`src/hw/cacheWayRam.sv`:
```
module cacheWayRam #(
  parameter type ENTRY_T = logic [7:0],
  parameter int  DEPTH   = 64
) (
  input  logic                     clk,
  input  logic                     en_i,
  input  logic                     we_i,
  input  logic [$clog2(DEPTH)-1:0] addr_i,
  input  ENTRY_T                   wrEntry_i,
  output ENTRY_T                   rdEntry_o
);

  ENTRY_T mem [DEPTH];

  // read-first: a write cycle returns the old contents
  always_ff @(posedge clk) begin
    if (en_i) begin
      if (we_i) begin
        mem[addr_i] <= wrEntry_i;
      end
      rdEntry_o <= mem[addr_i];
    end
  end

endmodule

```
`config.mk`:
```
export PLATFORM = sky130hd
export DESIGN_NAME = cacheWayRam
export DESIGN_NICKNAME = d
export VERILOG_FILES = /design/src/hw/cacheWayRam.sv
export SDC_FILE = /design/constraint.sdc
export NUM_CORES = 1
export LEC_CHECK = 0
export ABC_AREA = 0
export BUFFER_PORTS_ARGS = -buffer_cell sky130_fd_sc_hd__buf_2
export CORE_ASPECT_RATIO = 1.4
export CORE_MARGIN = 1.5
export CORE_UTILIZATION = 59
export DETAILED_ROUTE_END_ITERATION = 10
export PLACE_DENSITY = 0.75
export SYNTH_ARGS = -nofsm -noshare
export SYNTH_HDL_FRONTEND = slang
export SYNTH_SLANG_ARGS = --single-unit
```
`constraint.sdc`:
```
create_clock -name clk -period 7.3 [get_ports clk]
set_clock_uncertainty 0.15 [all_clocks]
set_input_delay 1.825 -clock clk [delete_from_list [all_inputs] [get_ports clk]]
set_output_delay 1.825 -clock clk [all_outputs]
set_load 0.01 [all_outputs]
```
# Yosys cells after proc, flatten, opt, wreduce, memory -nomap -nowiden
# Memory sizes are Yosys's and may differ from the RTL's. A register that Yosys moved wholly into a read port is not among the register bits.
# Index checks and enable logic that the tools add are counted.
# classes
muxes	3
# op_table
cell	count
$mux W1	3
# word_totals
register_bits	0
ram_bits	512
in_bits	17
out_inout_bits	8
word_cells	4
mem_count	1
# memory_table
name	depth	width	rd	rd_clocked_by_memory_dff	wr	line	text
mem	64	8	1	1	1	13	ENTRY_T mem [DEPTH];

# Depth between registers and ports, before layout
# depth
ltp_word	3
ltp_mapped	10
ltp_nobuf	6

# Worst setup path before layout
# No wires, ideal clock.
# synth_timing
path_type	input to register
startpoint	input port addr_i[2]
endpoint	memory mem[11][0] (netlist bit) (enable)
setup_ns	0.370
arrival_time_ns	3.309
t_required_ns	6.780
setup_slack_ns	3.471
path_stages	8
n_path_buf	5
path_cell_list	buf_6 > buf_12 > buf_6 > buf_6 > buf_2 > nor2_1 > nand2_1 > nor2_1
# synth_lines
item	line	text
start: declaration	8	input logic [$clog2(DEPTH)-1:0] addr_i,
end: declaration	13	
# No word-level cell before the write port.

# Worst setup path after layout
# layout_timing
startpoint	input port addr_i[0]
endpoint	memory mem[21][0] (netlist bit) (enable)
# No word-level cell before the write port.

==> impl_metrics.env <==
export IMPL_status="finished, final reports clean"
export IMPL_path_max_fanout=33
export IMPL_tns_ns=0
export IMPL_ys_seq_elements=520
export IMPL_synth_compound_gate_area_share=0.107
export IMPL_setup_slack_ns=2.55
export IMPL_ir_worst_vdd_uv=167
export IMPL_nets=1220
export IMPL_slew_viol_final=0
export IMPL_grt_pass1_wl_mm=75.2
export IMPL_whs_ns=0.646
export IMPL_setup_viol=0
export IMPL_period_needed_ns=4.75
export IMPL_synth_edf_count=520
export IMPL_cts_inserted_buffers=45
export IMPL_drt_total_wl_mm=50.7
export IMPL_dieArea_mm2=0.0357
export IMPL_die_w_um=160
export IMPL_syn2layout_area_growth_pct=8.77
export IMPL_p_leak_nw=7.00
export IMPL_synth_cell_type_count=56
export IMPL_cts_sinks=520
export IMPL_stdcell_count=1687
export IMPL_rows=80
export IMPL_antenna_found_initial=1
export IMPL_drt_iter0_drc=1589
export IMPL_dpl_cell_area_mm2=0.0207
export IMPL_clk_latency_ns=0.56
export IMPL_initial_core_util=0.598
export IMPL_grt_ovfl_total=0
export IMPL_cts_setup_buffers=0
export IMPL_critPathKind="in2reg"
export IMPL_synthSimpleGateAreaFrac=0.0409
export IMPL_fillCellCount=2320
export IMPL_post_dp_hpwl_mm=29.9
export IMPL_cts_buffer_depth=3
export IMPL_drv_cap=0
export IMPL_syn_area_mm2=0.0204
export IMPL_track_usage=0.291
export IMPL_dp_cells=1607
export IMPL_fp_dieH_um=223
export IMPL_cts_resized_gates=0
export IMPL_period_share=0.650
export IMPL_finalHoldViolCount=0
export IMPL_drc=0
export IMPL_worstMarginPinSlew_ns=1.22
export IMPL_synth_nets=1212
export IMPL_cts_root_buffer="clkbuf_16"
export IMPL_grt_max_degree=65
export IMPL_place_ws_ns=2.15
export IMPL_first_pass_iters=7
export IMPL_synth_top_family_by_area="compound AO/OA/AOI/OAI gates"
export IMPL_max_freq_mhz=211
export IMPL_cp_start_kind="input port"
export IMPL_fin_area_mm2=0.0222
export IMPL_rsz0062_at_grt="no"
export IMPL_cts_tree="built"
export IMPL_async_reset_ff_frac=0
export IMPL_ant_nets=0
export IMPL_drive_gt1_frac=0.131
export IMPL_port_buffer_count=24
export IMPL_place_congestion=0.905
export IMPL_synth_xor_area_share=0
export IMPL_num_io_pins=25
export IMPL_hold_path_class="reg2reg"
export IMPL_synth_fa_ha_area_frac=0
export IMPL_muxShareOfSynthArea=0.0602
export IMPL_yosysWarnings=0
export IMPL_max_slew_margin=0.187
export IMPL_core_mm2=0.0340
export IMPL_critPathRequiredTime_ns=7.33
export IMPL_p_total_mw=5.93
export IMPL_via_per_inst=6.94
export IMPL_grt_pass1_vias=11500
export IMPL_synth_cells=1195
export IMPL_cellPowerDensity_mw_per_mm2=268
export IMPL_vias=11700
export IMPL_critPathCaptureType="register"
export IMPL_yosysSeqAreaShare=0.767
export IMPL_routedWlPerCell_um=30.1
export IMPL_reg2reg_setup_slack_ns=4.65
export IMPL_crit_arrival_ns=4.77
export IMPL_cts_hold_buf=0
export IMPL_path_clk_slew_ns=0.06
export IMPL_syn_area_per_cell_um2=17.0
export IMPL_htreeDepth=2
export IMPL_synth_top_flop_cell="edfxtp_1"
export IMPL_final_util=0.651
-- cells in the final DEF (no fill, tap or decap), drive strengths merged, types with 3 or more instances in the layout --
master	Yosys	layout
and2	3	3
bufinv	0	3
inv	4	5
o221ai	11	11
clkinv	0	18
nor4	5	5
a21oi	30	30
clkbuf	33	54
nor3	11	11
a22oi	74	74
a31oi	7	7
nand2	41	41
nor2	91	91
and3	4	4
a211oi	10	10
o211ai	5	5
or4	7	7
or3	5	5
a221o	4	4
mux2	31	31
nor2b	6	6
buf	54	48
mux4	11	11
a21o	3	3
a22o	10	10
nand3	5	5
a221oi	56	56
edfxtp	520	520
clkinvlp	0	3
o22ai	43	43
a311oi	3	3
mux2i	61	61
o21ai	21	21
nand2b	3	3
o22a	7	7
-- power by group --
group,internal [mW],leakage (nW),switching [mW]
Sequential,3.30,4.68,0.00696
Clock,1.28,0.682,1.02
Combinational,0.0923,1.63,0.233
Total,4.67,7.00,1.26
-- area by class of cell --
| type | count | area (um2) | area share |
|---|---|---|---|
| Antenna cell | 1 | 2.50 | 0.000113 |
| Clock buffer | 54 | 1200 | 0.0543 |
| Clock inverter | 25 | 199 | 0.00898 |
| Inverter | 4 | 15.0 | 0.000678 |
| Multi-Input combinational cell | 584 | 4250 | 0.192 |
| Sequential cell | 520 | 15600 | 0.705 |
| Tap cell | 451 | 564 | 0.0255 |
| Timing Repair Buffer | 48 | 309 | 0.0140 |
-- synth_stat cells (all sizes together) (2+ instances only) --
master / instances / area, um2
a221o: 4 / 40.0
a211o: 2 / 17.5
mux4: 11 / 248
nor3: 11 / 55.1
and2: 3 / 21.3
buf: 54 / 379
o21ai: 21 / 105
a21o: 3 / 22.5
o221ai: 11 / 96.3
o21bai: 2 / 15.0
a221oi: 56 / 497
nand2: 41 / 154
nor2: 91 / 347
a21oi: 30 / 150
nand2b: 3 / 18.8
clkbuf: 33 / 125
a2111oi: 2 / 23.8
a211oi: 10 / 75.1
nor4: 5 / 31.3
nand3: 5 / 25.0
and3: 4 / 25.0
inv: 4 / 15.0
or4: 7 / 52.6
nor2b: 6 / 37.5
a31oi: 7 / 43.8
a22o: 10 / 87.6
o311ai: 2 / 17.5
edfxtp: 520 / 15600
mux2i: 61 / 611
or2: 2 / 12.5
o22ai: 43 / 269
mux2: 31 / 368
a311oi: 3 / 26.3
o22a: 7 / 61.3
a22oi: 74 / 566
or3: 5 / 31.3
o211ai: 5 / 37.5
-- critical path, stage by stage --
cell,delay (ns)
buf_2,0.61
nor2b_2,0.59
buf_4,0.40
nand2_1,0.50
nor2_1,0.83
-- cells by family (layout without fill, tap and decap cells) --
family                 Yosys count  in the layout
flip-flops                     520            520
AO/OA/AOI/OAI                  295            295
multiplexers                   103            103
other                            0              1
buffers and inverters           91            131
AND/OR/NAND/NOR                186            186
-- path summary, 6_finish.rpt --
check / start / endpoint / cells after the start
setup / recovery: addr_i[0] / mem[21][0] / 5
hold / removal: mem[61][6] / rdEntry_o[6] / 3
setup reg to reg: mem[5][0] / rdEntry_o[0] / 5
hold reg to reg: mem[61][6] / rdEntry_o[6] / 3
-- sequential cells by signal (all words and copies together) (netlist names) --
register,cells
mem,512
rdEntry_o,8
-- routing by layer --
layer	GRT usage	vias to the layer above	wire length [um]
met5	0	-	14
met3	0.0498	161	4980
met2	0.482	829	25300
li1	-	4895	-
met1	0.373	5813	17700
met4	0.149	2	2720
Note: power is estimated with default switching activity, not from simulation.
