===== src/hw/cache_macros.svh =====
`ifndef CACHE_MACROS_SVH
`define CACHE_MACROS_SVH

// core address and data word
`define ADDR_W 32
`define XLEN 64

// address split: tag | index | offset
`define OFFSET_W 5
`define INDEX_W 6
`define TAG_W 21

// number of sets per way
`define SETS 64

// 64-bit words per 32-byte line
`define BEATS 4

`endif

===== src/hw/cachePkg.sv =====
`include "cache_macros.svh"

package cachePkg;

  // one tag RAM word
  // valid is written as 1, the controller masks it with its own array
  typedef struct packed {
    logic             valid;
    logic [`TAG_W-1:0] tag;
  } tagEntry_t;

  // one data RAM word, beat 0 in the low word
  typedef logic [`BEATS-1:0][`XLEN-1:0] line_t;

  // one completed fill from memory
  typedef struct packed {
    logic               way;
    logic [`INDEX_W-1:0] idx;
    logic [`TAG_W-1:0]   tag;
    line_t              line;
  } refillResult_t;

  // lookup controller states
  typedef enum logic [2:0] {
    IDLE      = 3'd0,
    COMPARE   = 3'd1,
    MISS_WAIT = 3'd2,
    WRITE     = 3'd3,
    REPLAY    = 3'd4
  } ctrlState_t;

endpackage


===== src/hw/cacheCtrl.sv =====
`include "cache_macros.svh"

module cacheCtrl (
  input  logic                    clk,
  input  logic                    rst_n,
  input  logic                    valid_i,
  input  logic [`ADDR_W-1:0]      addr_i,
  input  logic                    flush_i,
  input  cachePkg::tagEntry_t     tagRd0_i,
  input  cachePkg::tagEntry_t     tagRd1_i,
  input  cachePkg::line_t         lineRd0_i,
  input  cachePkg::line_t         lineRd1_i,
  input  logic                    refillDone_i,
  input  cachePkg::refillResult_t refillRes_i,
  output logic                    addrOk_o,
  output logic                    dataOk_o,
  output logic [`XLEN-1:0]        rdData_o,
  output logic                    ramEn_o,
  output logic                    ramWe0_o,
  output logic                    ramWe1_o,
  output logic [`INDEX_W-1:0]     ramIdx_o,
  output cachePkg::tagEntry_t     tagWr_o,
  output cachePkg::line_t         lineWr_o,
  output logic                    refillStart_o,
  output logic [`TAG_W-1:0]       missTag_o,
  output logic [`INDEX_W-1:0]     missIdx_o,
  output logic                    victimWay_o
);

  localparam int WORD_OFF = $clog2(`XLEN / 8);

  cachePkg::ctrlState_t state, stateNext;

  logic [`ADDR_W-1:0]  reqAddr;
  logic [`TAG_W-1:0]   reqTag;
  logic [`INDEX_W-1:0] reqIdx;
  logic [`OFFSET_W-WORD_OFF-1:0] reqWord;

  logic [`SETS-1:0] way0Valid;
  logic [`SETS-1:0] way1Valid;
  logic [`SETS-1:0] lruBits;

  logic way0Hit, way1Hit, cacheHit;
  logic accept;
  logic [1:0] pendCnt;
  cachePkg::line_t lineSel;

  assign reqTag  = reqAddr[`ADDR_W-1 -: `TAG_W];
  assign reqIdx  = reqAddr[`OFFSET_W +: `INDEX_W];
  assign reqWord = reqAddr[`OFFSET_W-1:WORD_OFF];

  // tag RAM output belongs to the latched request during compare
  assign way0Hit  = way0Valid[reqIdx] && (tagRd0_i.tag == reqTag);
  assign way1Hit  = way1Valid[reqIdx] && (tagRd1_i.tag == reqTag);
  assign cacheHit = way0Hit || way1Hit;

  assign addrOk_o = (state == cachePkg::IDLE) || ((state == cachePkg::COMPARE) && cacheHit);
  assign accept   = valid_i && addrOk_o;

  always_ff @(posedge clk or negedge rst_n) begin
    if (!rst_n) begin
      state <= cachePkg::IDLE;
    end else begin
      state <= stateNext;
    end
  end

  always_comb begin
    stateNext = state;
    case (state)
      cachePkg::IDLE: begin
        if (valid_i) begin
          stateNext = cachePkg::COMPARE;
        end
      end
      cachePkg::COMPARE: begin
        if (!cacheHit) begin
          stateNext = cachePkg::MISS_WAIT;
        end else if (!valid_i) begin
          stateNext = cachePkg::IDLE;
        end
      end
      cachePkg::MISS_WAIT: begin
        if (refillDone_i) begin
          stateNext = cachePkg::WRITE;
        end
      end
      cachePkg::WRITE:  stateNext = cachePkg::REPLAY;
      cachePkg::REPLAY: stateNext = cachePkg::COMPARE;
      default:          stateNext = cachePkg::IDLE;
    endcase
  end

  // request latch, the replay reads it again
  always_ff @(posedge clk) begin
    if (accept) begin
      reqAddr <= addr_i;
    end
  end

  // RAM port: fill write, replay read or new lookup
  // refill engine holds its result after done, so it is still good in WRITE
  always_comb begin
    ramEn_o  = accept;
    ramIdx_o = addr_i[`OFFSET_W +: `INDEX_W];
    if (state == cachePkg::WRITE) begin
      ramEn_o  = 1'b1;
      ramIdx_o = refillRes_i.idx;
    end else if (state == cachePkg::REPLAY) begin
      ramEn_o  = 1'b1;
      ramIdx_o = reqIdx;
    end
  end

  assign ramWe0_o      = (state == cachePkg::WRITE) && !refillRes_i.way;
  assign ramWe1_o      = (state == cachePkg::WRITE) && refillRes_i.way;
  assign tagWr_o.valid = 1'b1;
  assign tagWr_o.tag   = refillRes_i.tag;
  assign lineWr_o      = refillRes_i.line;

  // miss request, invalid way first, otherwise the LRU way
  assign refillStart_o = (state == cachePkg::COMPARE) && !cacheHit;
  assign missTag_o     = reqTag;
  assign missIdx_o     = reqIdx;
  assign victimWay_o   = !way0Valid[reqIdx] ? 1'b0 :
                         !way1Valid[reqIdx] ? 1'b1 : lruBits[reqIdx];

  // lru bit names the way not used last
  always_ff @(posedge clk or negedge rst_n) begin
    if (!rst_n) begin
      way0Valid <= '0;
      way1Valid <= '0;
      lruBits   <= '0;
    end else begin
      if ((state == cachePkg::IDLE) && !valid_i && flush_i) begin
        way0Valid <= '0;
        way1Valid <= '0;
      end else if (state == cachePkg::WRITE) begin
        if (refillRes_i.way) begin
          way1Valid[refillRes_i.idx] <= 1'b1;
        end else begin
          way0Valid[refillRes_i.idx] <= 1'b1;
        end
        lruBits[refillRes_i.idx] <= ~refillRes_i.way;
      end else if ((state == cachePkg::COMPARE) && cacheHit) begin
        lruBits[reqIdx] <= way0Hit;
      end
    end
  end

  // word select
  assign lineSel = way1Hit ? lineRd1_i : lineRd0_i;

  always_ff @(posedge clk) begin
    if ((state == cachePkg::COMPARE) && cacheHit) begin
      rdData_o <= lineSel[reqWord];
    end
  end

  always_ff @(posedge clk or negedge rst_n) begin
    if (!rst_n) begin
      dataOk_o <= 1'b0;
    end else begin
      dataOk_o <= (state == cachePkg::COMPARE) && cacheHit;
    end
  end

  // requests taken but not yet answered
  always_ff @(posedge clk or negedge rst_n) begin
    if (!rst_n) begin
      pendCnt <= '0;
    end else if (accept && !dataOk_o) begin
      pendCnt <= pendCnt + 2'd1;
    end else if (!accept && dataOk_o) begin
      pendCnt <= pendCnt - 2'd1;
    end
  end

  aDataOkPending: assert property (@(posedge clk) disable iff (!rst_n)
    (dataOk_o && (state == cachePkg::IDLE)) |-> (pendCnt != 2'd0));

  aOneWayHit: assert property (@(posedge clk) disable iff (!rst_n)
    (state == cachePkg::COMPARE) |-> !(way0Hit && way1Hit));

endmodule


===== config.mk =====
export PLATFORM = sky130hd
export DESIGN_NAME = cacheCtrl
export DESIGN_NICKNAME = d
export VERILOG_FILES = /design/src/hw/cachePkg.sv /design/src/hw/cacheCtrl.sv
export VERILOG_INCLUDE_DIRS = /design/src /design/src/hw
export SDC_FILE = /design/constraint.sdc
export NUM_CORES = 1
export LEC_CHECK = 0
export BUFFER_PORTS_ARGS = -buffer_cell sky130_fd_sc_hd__buf_2
export CORE_AREA = 2 2 489 491
export CTS_BUF_LIST = sky130_fd_sc_hd__clkbuf_16
export DETAILED_ROUTE_END_ITERATION = 12
export DIE_AREA = 0 0 491 493
export SKIP_CTS_REPAIR_TIMING = 1
export SLEW_MARGIN = 20
export SYNTH_ARGS = -nofsm -noshare
export SYNTH_HDL_FRONTEND = slang
export SYNTH_SLANG_ARGS = --single-unit

===== constraint.sdc =====
create_clock -name clk -period 16.2 [get_ports clk]
set_input_delay 2.43 -clock clk [delete_from_list [all_inputs] [get_ports clk]]
set_output_delay 2.43 -clock clk [all_outputs]
set_load 0.02 [all_outputs]

-- Word-level counts from Yosys, hierarchy flattened
Index checks and enable logic that the tools add are counted.
- bits in registers: 292
- bits in latches: 0
- bits in writable memories: 0
- ROM bits: 0
- input bits: 877
- output and inout port bits: 382
- logic and storage cells: 84
- memories kept: 0
- add/sub/neg operators: 0
- multiply operators: 0
- div/mod/pow operators: 0
- order comparisons: 5
- eq/ne operators: 10
- shift operators: 0
- mux-type cells: 34
- bitwise logic cells: 4
- reduce and logical (&&, ||, !) cells: 24
- operators with widths (kind ; number):
    2-to-1 mux 64 bit ; 9
    2-to-1 mux 256 bit ; 1
    binary-select mux 64 bit (select 2 bit) ; 1
    bitwise mux 64 bit ; 2
    OR 64 bit ; 2
    equality test 21 bit ; 2
    binary-select mux 1 bit (select 6 bit) ; 3
    one-hot mux 3 bit (5 select lines) ; 1
    < comparator 6 x 7 -> 1 bit (second input constant) ; 2
    demux 1 bit (select 6 bit) ; 2
    greater-or-equal comparator 6 x 1 -> 1 bit (second input constant) ; 2
    2-to-1 mux 3 bit ; 4
    2-to-1 mux 6 bit ; 2
    logical AND 1 bit ; 11
    2-to-1 mux 1 bit ; 9
    equality test 3 x 2 -> 1 bit (second input constant) ; 2
    AND reduction 2 bit ; 3
    nonzero test 2 bit ; 3
    inequality test 2 bit (second input constant) ; 2
    equality test 3 x 1 -> 1 bit (second input constant) ; 1
    equality test 3 bit (second input constant) ; 1
    logical NOT 1 bit ; 3
    logical NOT 3 bit ; 1
    < comparator 2 x 3 -> 1 bit (second input constant) ; 1
    5 further kinds ; 7

-- Logic depth before layout (Yosys ltp)
- word-level depth: 9
- gate-level depth with buffers: 14
- depth with buffers taken out: 8

-- Least setup slack after synthesis
Ideal clock, no wire load.
- path kind: input port to flip-flop
- start: input tagRd0_i[13] (netlist name)
- end: register rdData_o[0] (enable)
- library setup time: 509 ps
- arrival time: 7019 ps
- data required time: 15691 ps
- slack: 8672 ps
- cell stages on the path: 8
- path through: xor2_1 -> nor4_1 -> nand4_1 -> nor4_1 -> o31ai_4 -> buf_2 -> buf_2 -> a21oi_1
- longest elaborated chain between the ends: 4
- ends and longest elaborated chain (element ; RTL line ; source):
    start, declared ; cacheCtrl.sv:9 ; input cachePkg::tagEntry_t tagRd0_i,
    equality test 21 bit ; cacheCtrl.sv:53 ; assign way0Hit = way0Valid[reqIdx] && (tagRd0_i.tag == reqTag);
    logical AND 1 bit ; cacheCtrl.sv:53 ;
    logical OR 1 bit ; cacheCtrl.sv:55 ; assign cacheHit = way0Hit || way1Hit;
    logical AND 1 bit ; cacheCtrl.sv:155 ; if ((state == cachePkg::COMPARE) && cacheHit) begin
    end signal, assigned ; cacheCtrl.sv:156 ; rdData_o <= lineSel[reqWord];
    end, declared ; cacheCtrl.sv:17 ; output logic [`XLEN-1:0] rdData_o,
Every way passes these cells.
A chain may end at the register's enable or synchronous reset.

-- Final worst setup path
- start: input tagRd1_i[15] (netlist name)
- end: output addrOk_o
- longest elaborated chain between the ends: 5
- ends and longest elaborated chain (element ; RTL line ; source):
    start, declared ; cacheCtrl.sv:10 ; input cachePkg::tagEntry_t tagRd1_i,
    equality test 21 bit ; cacheCtrl.sv:54 ; assign way1Hit = way1Valid[reqIdx] && (tagRd1_i.tag == reqTag);
    logical AND 1 bit ; cacheCtrl.sv:54 ;
    logical OR 1 bit ; cacheCtrl.sv:55 ;
    logical AND 1 bit ; cacheCtrl.sv:57 ; assign addrOk_o = (state == cachePkg::IDLE) || ((state == cachePkg::COMPARE) && cacheHit);
    logical OR 1 bit ; cacheCtrl.sv:57 ;
    end, declared ; cacheCtrl.sv:15 ; output logic addrOk_o,
Every way passes these cells.

==> impl_metrics.yaml <==
status:
  outcome: "finished clean"
setup_path:
  rrSetupSlack_ps: 10470
  arrival_ps: 5640
  critical_path_class: "in -> out"
  critPathLaunch: "tagRd1_i[15]"
  r2r-start: "reqAddr[7]"
  r2r_cells: 13
  start_kind: "input pin"
  cp_max_fo: 7
  end_kind: "primary output"
  reg2reg_to: "rdData_o[39]"
  cp.required_ps: 13770
synth:
  synth_compound_area_share_pct: 27.8
  synth_edf_count: 93
  ys_dominant_reg_cell: "dfrtp_1"
  ys_warn_count: 0
  synth_common_cells: "buf_4, dfrtp_1, nor2_1"
  seq_area_frac_synth_pct: 38.6
  ys_types: 62
  synth.area.top_cells: "dfrtp_1, edfxtp_1, buf_4, a22o_1, a211oi_1"
  synth_top_family_by_area: "compound AO/OA/AOI/OAI gates"
  yosys.area.top_type: "dfrtp_1"
  avgSynthCellArea_um2: 8.99
  yosysMostFrequentCell: "buf_4"
  synth.top_cell.area_share_pct: 24.6
  synth_area_um2: 19900
  synth_xor_area_share_pct: 1.84
  synth_fp_nets: 3095
  yosys.area_share.simple_pct: 10.2
  yosys-mux-area-fraction_pct: 5.33
  syn-instance-count: 2218
  async_flop_share_pct: 67.8
  ys_ff_latch: 289
  yosys.area_share.adder_pct: 0
sta:
  maxSlewHeadroom_pct: 15.8
  worst_pin_slew_ps: 1260
  period_minus_slack_ps: 8070
  finalHoldViolations: 0
  tns_ps: 0
  skew_ps: 56.7
  grt_setup_unrepaired: "no"
  timing.final.crit_share_pct: 49.8
  setup_ws_ps: 8130
  setup_violations: 0
  fmax_ghz: 0.124
  finalMaxSlewViolations: 0
routing:
  routedWlPerCell_um: 34.5
  top_layer_used: "met5"
  first_pass_iters: 6
  wl_met1_mm: 63.2
  vias: 21836
  avgViaCountPerCell: 3.76
  ant_nets: 0
  wl_met2_mm: 80.1
  totalWireLength_mm: 200
  drc: 0
  wl_met3_mm: 33.1
  drtIter0Drc: 3131
placement:
  port_buffers: 698
  gp_congestion: 1.05
  hpwl_mm: 168
  dp_slack_ps: 7930
pwr:
  p_per_area_nw_per_um2: 112
  vdd_drop_max_mv: 0.0726
  leakagePower_uw: 0.0107
cells_and_area:
  fin_nets: 3402
  seq_area_um2: 7700
  fillCellCount: 27625
  layout-drive-gt1-share_pct: 34.4
  multiInputGateArea_um2: 9170
  syn_to_final_growth_pct: 32.8
floorplan:
  initial_utilization_pct: 8.42
  die_height_um: 493
  io_pins: 1259
  rows: 179
  die_x_um: 491
  fp.coreArea_um2: 237000
  die-area_um2: 242000
worst_hold_path:
  min_from: "way1Valid[32]"
  hold_end: "way1Valid[32]"
  hold_path_depth: 2
  hold_class: "reg -> reg"
clock_tree:
  cts_buffers: 41
  cts_tree: "built"
  path_clk_slew_ps: 50
  clockBufferDepth: 3
  clock_latency_ps: 690
  cts_sinks: 289
  cts-root-buf: "clkbuf_16"
  htreeDepth: 2
grt:
  grt_overflow: 0
  grtUsageTotal_pct: 15.7
  grt_antenna_before_repair: 125
  grt_pass1_wl_mm: 242
  grt_pass1_vias: 20307
  grt_max_degree: 109
run:
  cap_violations: 0
## routing by layer
metal / track usage, % / up-vias
li1: - / 8769
met1: 15.4 / 10515
met2: 21.9 / 1942
met3: 10.4 / 550
met4: 14.3 / 60
met5: 4.01 / -
## worst max-delay path by stage
stage / endpoint / slack [ps] / cells past startpoint
6_report: addrOk_o / 8130 / 8
4_1_cts: addrOk_o / 7920 / 8
3_3_place_gp: addrOk_o / 7850 / 8
5_1_grt: addrOk_o / 7920 / 8
2_1_floorplan: rdData_o[0] / 8670 / 8
3_5_place_dp: addrOk_o / 7930 / 8
## layout by cell type (no fill, tap or decap), types with 8 or more instances in the layout
| cell type | n |
|---|---|
| nand3_1 | 54 |
| buf_4 | 76 |
| mux2i_1 | 94 |
| and3_1 | 8 |
| nand4_1 | 27 |
| a211oi_1 | 123 |
| edfxtp_1 | 93 |
| a221oi_1 | 25 |
| clkbuf_16 | 41 |
| inv_1 | 19 |
| or3_1 | 11 |
| clkinv_1 | 8 |
| buf_2 | 697 |
| nor2_1 | 183 |
| a31oi_1 | 90 |
| xor2_1 | 21 |
| a22oi_1 | 13 |
| o21ai_0 | 67 |
| a21oi_1 | 167 |
| diode_2 | 81 |
| nand2_1 | 73 |
| nor3_1 | 13 |
| a22o_1 | 138 |
| and2_1 | 8 |
| xnor2_1 | 21 |
| dfrtp_1 | 196 |
| a211oi_2 | 8 |
| o22ai_1 | 155 |
## critical path, cell delays in order
cell,delay [ps]
buf_2,110
xnor2_1,380
nand3_1,150
nor4_1,400
nand4_1,720
or2_4,610
a311oi_1,360
buf_2,430
## power breakdown
part           total [µW]  internal (µW)  switching (µW)
clock                 923            499             424
sequential            939            860            79.1
combinational        1100            321             780
## area by class of cell
| class | count | share of cell area (%) |
|---|---|---|
| clock inverter | 30 | 1.07 |
| sequential | 289 | 29.1 |
| tap | 3167 | 15.0 |
| multi-input combinational | 1404 | 34.6 |
| antenna | 81 | 0.765 |
| clock buffer | 41 | 3.87 |
| timing repair buffer | 776 | 15.5 |
| inverter | 13 | 0.184 |
## cells by family (layout without fill, tap and decap cells)
kind of cell | Yosys count | count (layout)
other | 1 | 82
and+or+nand+nor | 434 | 434
xor gates and xnor gates | 42 | 42
AOI/OAI and AO/OA | 823 | 823
DFF | 289 | 289
buffers and inverters | 525 | 860
muxes | 104 | 104
## registers in the layout, summed over array words and instances (netlist names)
signal     flops
way0Valid     64
rdData_o      64
reqAddr       29
state          3
way1Valid     64
dataOk_o       1
lruBits       64
## per-stage QoR
stage          area (µm²)  utilization [%]  hold WS, ps  instances  power (µW)
3_5_place_dp        25000             10.5          482       5649        2040
6_report            26500             11.2          488       5801        2960
3_3_place_gp        25000             10.5          470       5649        2020
4_1_cts             26300             11.1          494       5720        2980
2_1_floorplan       19900                -          455       2218        1610
5_1_grt             26400             11.2          509       5779        3070
No activity file was read; power rests on OpenSTA's default activity.
