--- src/hw/cache_macros.svh ---
`ifndef CACHE_MACROS_SVH
`define CACHE_MACROS_SVH

// core address and data word
`define ADDR_W 32
`define XLEN 64

// address split: tag | index | offset
`define OFFSET_W 5
`define INDEX_W 6
`define TAG_W 21

// number of sets per way
`define SETS 64

// 64-bit words per 32-byte line
`define BEATS 4

`endif
--- src/hw/cachePkg.sv ---
`include "cache_macros.svh"

package cachePkg;

  // one tag RAM word
  // valid is written as 1, the controller masks it with its own array
  typedef struct packed {
    logic             valid;
    logic [`TAG_W-1:0] tag;
  } tagEntry_t;

  // one data RAM word, beat 0 in the low word
  typedef logic [`BEATS-1:0][`XLEN-1:0] line_t;

  // one completed fill from memory
  typedef struct packed {
    logic               way;
    logic [`INDEX_W-1:0] idx;
    logic [`TAG_W-1:0]   tag;
    line_t              line;
  } refillResult_t;

  // lookup controller states
  typedef enum logic [2:0] {
    IDLE      = 3'd0,
    COMPARE   = 3'd1,
    MISS_WAIT = 3'd2,
    WRITE     = 3'd3,
    REPLAY    = 3'd4
  } ctrlState_t;

endpackage

--- src/hw/cacheRefill.sv ---
`include "cache_macros.svh"

module cacheRefill (
  input  logic                    clk,
  input  logic                    rst_n,
  input  logic                    start_i,
  input  logic [`TAG_W-1:0]       tag_i,
  input  logic [`INDEX_W-1:0]     idx_i,
  input  logic                    way_i,
  input  logic                    rdDataValid_i,
  input  logic                    rdLast_i,
  input  logic [`XLEN-1:0]        rdData_i,
  output logic                    cacheRdValid_o,
  output logic [`ADDR_W-1:0]      memAddr_o,
  output logic                    done_o,
  output cachePkg::refillResult_t result_o
);

  localparam int BEAT_W = $clog2(`BEATS);

  logic [BEAT_W-1:0]       beatCnt;
  logic                    beatTake;
  cachePkg::refillResult_t fillQ;

  assign beatTake = cacheRdValid_o && rdDataValid_i;

  // read level and beat counter
  always_ff @(posedge clk or negedge rst_n) begin
    if (!rst_n) begin
      cacheRdValid_o <= 1'b0;
      beatCnt        <= '0;
      done_o         <= 1'b0;
    end else begin
      done_o <= beatTake && rdLast_i;
      if (start_i) begin
        cacheRdValid_o <= 1'b1;
        beatCnt        <= '0;
      end else if (beatTake) begin
        beatCnt <= beatCnt + 1'b1;
        if (rdLast_i) begin
          cacheRdValid_o <= 1'b0;
        end
      end
    end
  end

  // fill target and line buffer
  // held after done until the next start
  always_ff @(posedge clk) begin
    if (start_i) begin
      fillQ.way <= way_i;
      fillQ.idx <= idx_i;
      fillQ.tag <= tag_i;
    end else if (beatTake) begin
      fillQ.line[beatCnt] <= rdData_i;
    end
  end

  assign result_o  = fillQ;
  assign memAddr_o = {fillQ.tag, fillQ.idx, {`OFFSET_W{1'b0}}};

  aBeatInRead: assert property (@(posedge clk) disable iff (!rst_n)
    rdDataValid_i |-> cacheRdValid_o);

  // last flag on the fourth beat and nowhere else
  aLastOnFourth: assert property (@(posedge clk) disable iff (!rst_n)
    beatTake |-> (rdLast_i == (beatCnt == BEAT_W'(`BEATS - 1))));

  aLastWithData: assert property (@(posedge clk) disable iff (!rst_n)
    rdLast_i |-> rdDataValid_i);

endmodule

--- config.mk ---
export PLATFORM = sky130hd
export DESIGN_NAME = cacheRefill
export DESIGN_NICKNAME = d
export VERILOG_FILES = /design/src/hw/cachePkg.sv /design/src/hw/cacheRefill.sv
export VERILOG_INCLUDE_DIRS = /design/src /design/src/hw
export SDC_FILE = /design/constraint.sdc
export NUM_CORES = 1
export LEC_CHECK = 0
export BUFFER_PORTS_ARGS = -buffer_cell sky130_fd_sc_hd__buf_2
export CORE_AREA = 2 2 159 161
export CTS_CLUSTER_SIZE = 30
export DETAILED_ROUTE_END_ITERATION = 7
export DIE_AREA = 0 0 161 163
export GPL_TIMING_DRIVEN = 1
export PLACE_DENSITY = 0.66
export SLEW_MARGIN = 40
export SYNTH_ARGS = -nofsm -noshare
export SYNTH_HDL_FRONTEND = slang
export SYNTH_SLANG_ARGS = --single-unit
--- constraint.sdc ---
create_clock -name clk -period 10.3 [get_ports clk]
set_clock_uncertainty 0.1 [all_clocks]
set_input_delay 0.515 -clock clk [delete_from_list [all_inputs] [get_ports clk]]
set_output_delay 0.515 -clock clk [all_outputs]
set_load 0.02 [all_outputs]
# Word level (Yosys, flattened, before mapping)
# Cells that the tools add are included.
# classes
n_mux	8
reduce_logical	7
add_sub_neg	1
magnitude_cmp	2
bitwise	1
# ops
cell	count
bitwise mux 256 bit	1
demux 64 bit (select 2 bit)	1
2-to-1 mux 64 bit	1
2-to-1 mux 2 bit	2
AND reduction 2 bit	2
nonzero test 2 bit	2
logical AND 1 bit	3
< comparator 2 x 3 -> 1 bit, second input constant	1
2-to-1 mux 1 bit	3
adder 2 x 1 -> 2 bit, second input constant	1
>= comparator 2 x 1 -> 1 bit, second input constant	1
inverter 1 bit	1
# totals
wordCells	29
out_inout_bits	318
reg_bits	288

# Logic depth before layout (Yosys ltp)
# Gate-level depths: netlist of the first run.
# logic_depth
depth_word	5
ltp_mapped	4
mapped_depth_nobuf	4

# Worst setup path after synthesis of the first run
# No wires, ideal clock.
# synth_timing
path_kind	reg2reg
from	reg cacheRdValid_o
to	reg fillQ, in the netlist result_o[100] (enable)
stages_incl_launch_ff	3
path_slack_ps	4244
setup_time_ps	578
path_buffers	0
t_arrival_ps	5378
synth_period_minus_slack_ps	6056
required_ps	9622
path_cell_list	dfrtp_1 nand2_1 nor3b_1
# synth_via
elab_chain_len	2
# synth_rtl
item	line	source
from (decl)	cacheRefill.sv:13	output logic cacheRdValid_o,
from (signal assigned)	cacheRefill.sv:30	cacheRdValid_o <= 1'b0;
from (signal assigned)	cacheRefill.sv:36	cacheRdValid_o <= 1'b1;
from (signal assigned)	cacheRefill.sv:41	cacheRdValid_o <= 1'b0;
logical AND 1 bit	cacheRefill.sv:25	assign beatTake = cacheRdValid_o && rdDataValid_i;
AND reduction 2 bit (no source line)	n/a	
to (decl)	cacheRefill.sv:23	cachePkg::refillResult_t fillQ;
# No other way between the ends.
# A chain may end at the register's enable or synchronous reset.

==> results.cfg, run 1 <==
[layout]
final_common_cell = buf_2
nNetsFinal = 861
area_growth_pct = 34.9
drive_gt1_share_pct = 58.8
fin_cells = 1109
antenna_cells = 0
layout_common_cells = 408 x buf_2, 284 x edfxtp_1, 28 x clkbuf_16

[setup_path]
worst_setup_path_end_kind = flip-flop
crit_fanout = 64
r2r_start = beatCnt[1]
cp.arrival_ps = 1980
crit_required_ps = 10360
r2r_slack_ps = 8380
critPathKind = reg -> reg
r2r_cells = 4
worstSetupStartpointType = flip-flop
worstReg2RegEnd = result_o[103]

[global_routing]
grt_usage_pct = 14.6
grt_pass1_vias = 4768
antenna_found_initial = 2
grt_pass1_wl_um = 28600
grt_max_degree = 65
grt-ovfl-total = 0

[detailed_routing]
vias_per_cell = 4.33
vias = 4801
dr.pass1.iters = 4
drt_iter0_drc = 298
drt_wl_total_um = 20200
drc = 0
wl_per_cell_um = 18.2
antenna_left = 0

[floorplan]
die_h_um = 163
die_width_um = 161
core_area_sq_mm = 0.0247
start_util_pct = 36.6
die_area_sq_mm = 0.0262
num_io_pins = 415
num_rows = 58

[place]
gp_congestion = 0.739
port_buffers = 409
dp_hpwl_um = 14300
dp.cells = 1059

[clocking]
htreeDepth = 1
clk_pin_slew_ps = 60
cts_resized = 0
cts.sinks = 288
clk_path_buf_depth = 3
insertion_delay_ps = 530
cts_buffers = 28
cts_tree = done
cts-root-buf = clkbuf_16

[synthesis]
yosys.area.top_type_share_pct = 94.4
syn_inst = 342
synthTopCellsByArea = edfxtp_1 94%, buf_4 2.7%, dfrtp_1 1.1%
yosysUniqueCellTypes = 17
ys_warn_count = 0
yosysTopAreaCell = edfxtp_1
synth_area_sq_mm = 0.00904
ys_ff_latch = 288
ys_seq_area_share_pct = 95.5
syn_avg_cell_area_sq_um = 26.4

[worst_hold_path]
whs_path_depth = 1
hp-class = in -> reg
worstHoldStart = tag_i[14]
min_to = memAddr_o[25]

[timing]
fin_setup_tns_ps = 0
slew_viol_final = 0
hold_violations = 0
rsz0062_at_grt = false
setup_viol = 0
period_needed_ps = 1920
hold_slack_ps = 59.3
tightest_slew_ps = 684
final.period_utilization_pct = 18.7
relSlewSlack_pct = 54.4
fmax_mhz = 520

[power_and_ir_drop]
p_per_area_mw_per_mm2 = 196
ir_worst_vdd_mv = 0.132
p_leak_nw = 4.79
finalPower_w = 0.00239

[flow_run]
maxCapViolCount = 0

[status]
status = finished, final reports clean
[sequential cells by signal (all words and copies together) (netlist names)]
signal,flops
memAddr_o,27
result_o,257
done_o,1
beatCnt,2
cacheRdValid_o,1
[final cells by class]
class / count / area, sq um
clock buffer: 35 / 727
clock inverter: 14 / 108
fill: 2092 / 12500
inverter: 2 / 7.51
multi-input combinational: 23 / 191
sequential: 288 / 8630
tap: 330 / 413
timing repair buffer: 417 / 2120
[repair_timing]
action / CTS / global route
endpoints found under the hold margin: 4 / 0
hold buffers: 1 / 0
setup endpoints to repair: 0 / 0
setup buffers: 0 / 0
[where the power goes]
part,internal [W],switching (W),leakage (nW)
Sequential,0.00133,0.0000117,2.64
Clock,0.000523,0.000393,0.402
Combinational,0.0000415,0.0000978,1.75
Total,0.00189,0.000503,4.79
[worst max-delay path, stage by stage (launching register included)]
cell and delay (ps):
dfrtp_1 410, inv_1 110, ha_1 150, nor3b_2 180
buf_6 560
[cell usage after synthesis]
| cell | n |
|---|---|
| edfxtp_1 | 284 |
| buf_4 | 32 |
| dfrtp_1 | 4 |
| ha_1 | 4 |
| nor3b_1 | 4 |
| inv_1 | 2 |
| nand2_1 | 2 |
| a21o_1 | 1 |
| and2_4 | 1 |
| and3_2 | 1 |
| buf_2 | 1 |
| conb_1 | 1 |
| mux2_4 | 1 |
| nand4b_1 | 1 |
| nor2_1 | 1 |
| nor2b_1 | 1 |
| o31ai_1 | 1 |
[per-stage QoR]
stage | setup slack, ps | instance area (sq um) | util, %
2_1_floorplan | 4240 | 9050 | -
3_3_place_gp | 7810 | 11300 | 46.0
3_5_place_dp | 8180 | 11300 | 46.0
4_1_cts | 8360 | 12200 | 49.4
5_1_grt | 8260 | 12200 | 49.4
6_report | 8380 | 12200 | 49.4
[cell families (layout without fill, tap and decap cells)]
logic type                 count (synthesis)  in the layout  share of synthesized area (%)
DFF                                      288            288                           95.5
buffers and inverters                     35            468                           2.80
and+or+nand+nor                           11             11                          0.803
adders and majority gates                  4              4                          0.554
AOI/OAI and AO/OA                          2              2                          0.166
other                                      1              5                         0.0415
muxes                                      1              1                          0.166
[per-layer routing]
metal | GRT usage, % | share of wire (%)
met5 | 0 | 0.059
met4 | 5.24 | 2.8
met3 | 5.40 | 10
met2 | 27.1 | 53
met1 | 15.2 | 34
[worst max path at each step]
| stage | start | endpoint | slack, ps | cells past startpoint |
|---|---|---|---|---|
| CTS | beatCnt[1] | result_o[103] | 8360 | 4 |
| global route | beatCnt[1] | result_o[103] | 8260 | 4 |
| finish | beatCnt[1] | result_o[103] | 8380 | 4 |
| floorplan | cacheRdValid_o | result_o[100] | 4240 | 2 |
| detailed placement | start_i | result_o[92] | 8180 | 3 |
| global placement | start_i | result_o[103] | 7810 | 3 |
Note: power is estimated with default switching activity, not from simulation.
==> run 2: changes to the inputs <==
Settings changed: CORE_AREA 2 2 159 161 to 2 2 161 163, DIE_AREA 0 0 161 163 to 0 0 163 165, PLACE_DENSITY 0.66 to 0.65.
Clock period 10.3 ns to 1.79 ns, I/O delays scaled along.
==> results.cfg, run 2 (synthesis results as in run 1) <==
[status]
status = finished, final reports clean

[global_routing]
grt_pass1_wl_um = 30700
grt_max_degree = 40
antenna_found_initial = 0
grt-ovfl-total = 0
grt_usage_pct = 15.2
grt_pass1_vias = 5326

[flow_run]
maxCapViolCount = 0

[detailed_routing]
drc = 0
vias = 5170
drt_wl_total_um = 21900
antenna_left = 0
top_layer = met4
wl_met2_um = 11400
vias_per_cell = 4.28
dr.pass1.iters = 4
drt_iter0_drc = 326
met1_length_um = 8100
wl_met3_um = 1770
wl_per_cell_um = 18.1

[clocking]
cts_hold_buffers = 99
cts_buffers = 28
insertion_delay_ps = 520
cts_resized = 0
cts-root-buf = clkbuf_16
clk_path_buf_depth = 3
htreeDepth = 1
cts.sinks = 288
post-cts-setup-buffer-count = 0
clk_pin_slew_ps = 60
cts_tree = done

[floorplan]
core_area_sq_mm = 0.0250
start_util_pct = 36.1
die_area_sq_mm = 0.0269
num_io_pins = 415
die_width_um = 163
die_h_um = 165
num_rows = 58

[layout]
layout_common_cells = 409 x buf_2, 284 x edfxtp_1, 99 x dlygate4sd3_1
ff_latch_area_sq_mm = 0.00863
largest_reg_flops = 257
final_area_sq_mm = 0.0133
nNetsFinal = 961
area_growth_pct = 47.7
nFillCells = 1962
postLayoutCoreUtil_pct = 53.3
fin_cells = 1209
multi_input_area_sq_um = 224
drive_gt1_share_pct = 52.8
final_common_cell = buf_2
antenna_cells = 0

[timing]
fin_setup_tns_ps = 0
final.period_utilization_pct = 93.7
period_needed_ps = 1680
fmax_mhz = 596
rsz0062_at_grt = false
hold_violations = 0
setup_viol = 0
slew_viol_final = 0

[setup_path]
critPathSlowestCell = dfrtp_1
cp.arrival_ps = 1790
worst_setup_path_end_kind = flip-flop
max_stage_delay_ps = 420
worstReg2RegEnd = result_o[154]
r2r_start = beatCnt[0]
crit_required_ps = 1900
worstSetupStartpointType = flip-flop
path_buf_inv = 2
crit_fanout = 38
crit_family = flip-flops
r2r_slack_ps = 110
r2r_cells = 4
path_cells = inv_1 > ha_1 > nor3b_4 > buf_12
critPathKind = reg -> reg

[power_and_ir_drop]
p_per_area_mw_per_mm2 = 1070
ir_worst_vdd_mv = 0.892
p_leak_nw = 5.27
finalPower_w = 0.0142

[worst_hold_path]
min_to = memAddr_o[31]
whs_path_depth = 2
worstHoldStart = tag_i[20]
hp-class = in -> reg

[place]
port_buffers = 409
dp_hpwl_um = 14400
dp.cells = 1061
placed_cell_area_sq_mm = 0.0115
gp_congestion = 0.818
-- run 2: cell count changes in the layout (fill, tap and decap cells not counted), sizes merged --
cell	delta
inv	+1
bufinv	+1
buf	+2
clkbuf	+1
clkinv	-3
dlygate4sd3	+98
-- run 2: stage by stage --
step | setup slack, ps | hold slack (ps)
detailed placement | 102 | -190
finish | 113 | 177
floorplan | -1020 | -306
global route | 34.3 | 164
CTS | 93.4 | 138
global placement | 149 | -193
-- run 2: area by class of cell --
class / count / area share [%]
clock buffers: 36 / 5.63
clock inverters: 13 / 0.862
well taps: 330 / 3.09
flip-flops and latches: 288 / 64.7
repair buffers: 517 / 24.0
multi-input cells: 23 / 1.68
inverters: 2 / 0.0562
-- run 2: metal layers --
| layer | track usage [%] | vias to the layer above |
|---|---|---|
| met1 | 16.9 | 2507 |
| met3 | 4.42 | 47 |
| met5 | 0 | - |
| met2 | 27.8 | 267 |
| li1 | - | 2349 |
| met4 | 5.31 | 0 |
-- run 2: worst reg2reg max path, delay by kind of cell, from the launching register on --
family | cells | cell delay (ps)
AND/OR/NAND/NOR | 1 | 280
adder cells (fa/ha/maj) | 1 | 150
buffers and inverters | 2 | 390
flip-flops | 1 | 420
-- run 2: worst max-delay path by stage --
stage	from	to	slack, ps	cells after the start
global route	beatCnt[0]	result_o[154]	30	4
CTS	beatCnt[0]	result_o[164]	90	4
finish	beatCnt[0]	result_o[154]	110	4
detailed placement	beatCnt[0]	result_o[129]	100	4
global placement	beatCnt[0]	result_o[164]	150	4
floorplan	beatCnt[0]	result_o[0]	-1020	3
-- run 2: power breakdown --
group / internal (W) / total [W] / switching, W
sequential: 0.00763 / 0.00769 / 0.0000648
combinational: 0.000402 / 0.00102 / 0.000614
clock: 0.00323 / 0.00553 / 0.00230
==> run 3: changes to the inputs <==
==> constraint.sdc (replaced) <==
create_clock -name clk -period 1.79 [get_ports clk]
set_clock_uncertainty 0.1 [all_clocks]
set_input_delay 0.2685 -clock clk [delete_from_list [all_inputs] [get_ports clk]]
set_output_delay 0.2685 -clock clk [all_outputs]
set_load 0.02 [all_outputs]
==> results.cfg, run 3 (synthesis results as in run 1) <==
[detailed_routing]
vias_per_cell = 4.26
dr.pass1.iters = 4
wl_met3_um = 1730
top_layer = met4
wl_per_cell_um = 18.0
vias = 5154
drt_iter0_drc = 427
met1_length_um = 8070
antenna_left = 0
drt_wl_total_um = 21800
drc = 0
wl_met2_um = 11500

[power_and_ir_drop]
ir_worst_vdd_mv = 0.674
p_int_w = 0.0110
comb_power_share_pct = 7.2
p_per_area_mw_per_mm2 = 1050
power_frac_seq_pct = 54.9
p_switching_w = 0.00300
swShare_pct = 21.4
pwr-share-clk_pct = 37.9
p_leak_nw = 5.25

[setup_path]
crit_fanout = 34
r2r_slack_ps = 130
worstSetupStartpointType = flip-flop
cp.arrival_ps = 1770
path_cells = inv_1 > ha_1 > nor3b_4 > buf_12
critPathSlowestCell = dfrtp_1
max_stage_delay_ps = 400
critPathKind = reg -> reg
crit_required_ps = 1910
worst_setup_path_end_kind = flip-flop

[clocking]
cts_hold_buffers = 97
htreeDepth = 1
post-cts-setup-buffer-count = 0
cts.sinks = 288
insertion_delay_ps = 530
cts_buffers = 28
cts_tree = done
cts-root-buf = clkbuf_16
clk_pin_slew_ps = 60
clk_path_buf_depth = 3
cts_resized = 0

[layout]
final_common_cell = buf_2
layout_common_cells = 409 x buf_2, 284 x edfxtp_1, 97 x dlygate4sd3_1
largest_reg_flops = 257
nNetsFinal = 959
area_growth_pct = 47.2
final_area_sq_mm = 0.0133
drive_gt1_share_pct = 52.7

[floorplan]
core_area_sq_mm = 0.0250
num_io_pins = 415
die_area_sq_mm = 0.0269
die_h_um = 165
die_width_um = 163
start_util_pct = 36.1
num_rows = 58

[timing]
setup_ws_ps = 134
fmax_mhz = 604
period_needed_ps = 1660
final.period_utilization_pct = 92.5
rsz0062_at_grt = false
setup_viol = 0
hold_violations = 0
slew_viol_final = 0

[global_routing]
grt-ovfl-total = 0
grt_pass1_vias = 5253
antenna_found_initial = 1
grt_usage_pct = 15.3
grt_max_degree = 38
grt_pass1_wl_um = 30700

[status]
status = finished, final reports clean

[worst_hold_path]
hp-class = in -> reg

[place]
port_buffers = 409
place_ws_ps = 125
placed_cell_area_sq_mm = 0.0115
gp_congestion = 0.800
dp_hpwl_um = 14800

[flow_run]
maxCapViolCount = 0
[run 3: cell count changes in the layout (fill, tap and decap cells not counted), sizes merged, moves of 2 or more]
cell	change
clkinv	+4
clkbuf	-2
diode	+2
dlygate4sd3	-2
[run 3: per-layer routing]
layer | GRT usage [%] | up-vias
met2 | 27.5 | 260
met1 | 17.4 | 2501
li1 | - | 2352
met3 | 4.22 | 41
met4 | 5.75 | 0
met5 | 0 | -
[run 3: final timing paths]
| check | startpoint | to | cells past startpoint |
|---|---|---|---|
| max reg2reg | beatCnt[1] | result_o[121] | 4 |
| max | beatCnt[1] | result_o[121] | 4 |
| max in group asynchronous | rst_n | cacheRdValid_o | 3 |
| min | start_i | cacheRdValid_o | 2 |
| min reg2reg | cacheRdValid_o | cacheRdValid_o | 1 |
| min in group asynchronous | rst_n | cacheRdValid_o | 3 |
[run 3: worst max-delay path, delay by kind of cell, from the launching register on]
kind	cells	cell delay [ps]
simple gates	1	290
buf+inv	2	390
fa+ha+maj	1	150
flops	1	400
[run 3: power groups by stage]
stage | Sequential, W | Clock (W) | Combinational [W]
after floorplan | 0.00806 | 0 | 0.000238
after global placement | 0.00783 | 0 | 0.000833
after detailed placement | 0.00784 | 0 | 0.000849
after CTS | 0.00770 | 0.00545 | 0.00102
after global routing | 0.00771 | 0.00574 | 0.00107
final | 0.00770 | 0.00532 | 0.00101
[run 3: final cells by class]
class,count,area (sq um)
inverters,2,7.51
flip-flops and latches,288,8630
diodes,2,5.00
well taps,330,413
multi-input cells,23,224
repair buffers,515,3190
fillers,1974,11700
clock inverters,16,111
clock buffers,34,723
[run 3: metrics by stage]
stage	hold slack, ps	total power (W)	setup TNS (ps)	util (%)	instances
6_report	74.6	0.0140	0	53.1	1210
5_1_grt	70.1	0.0145	0	53.1	1209
4_1_cts	47.0	0.0142	0	53.1	1208
3_5_place_dp	-17.8	0.00868	0	45.9	1061
3_3_place_gp	-20.1	0.00867	0	45.9	1061
2_1_floorplan	-127	0.00829	-258450	-	346
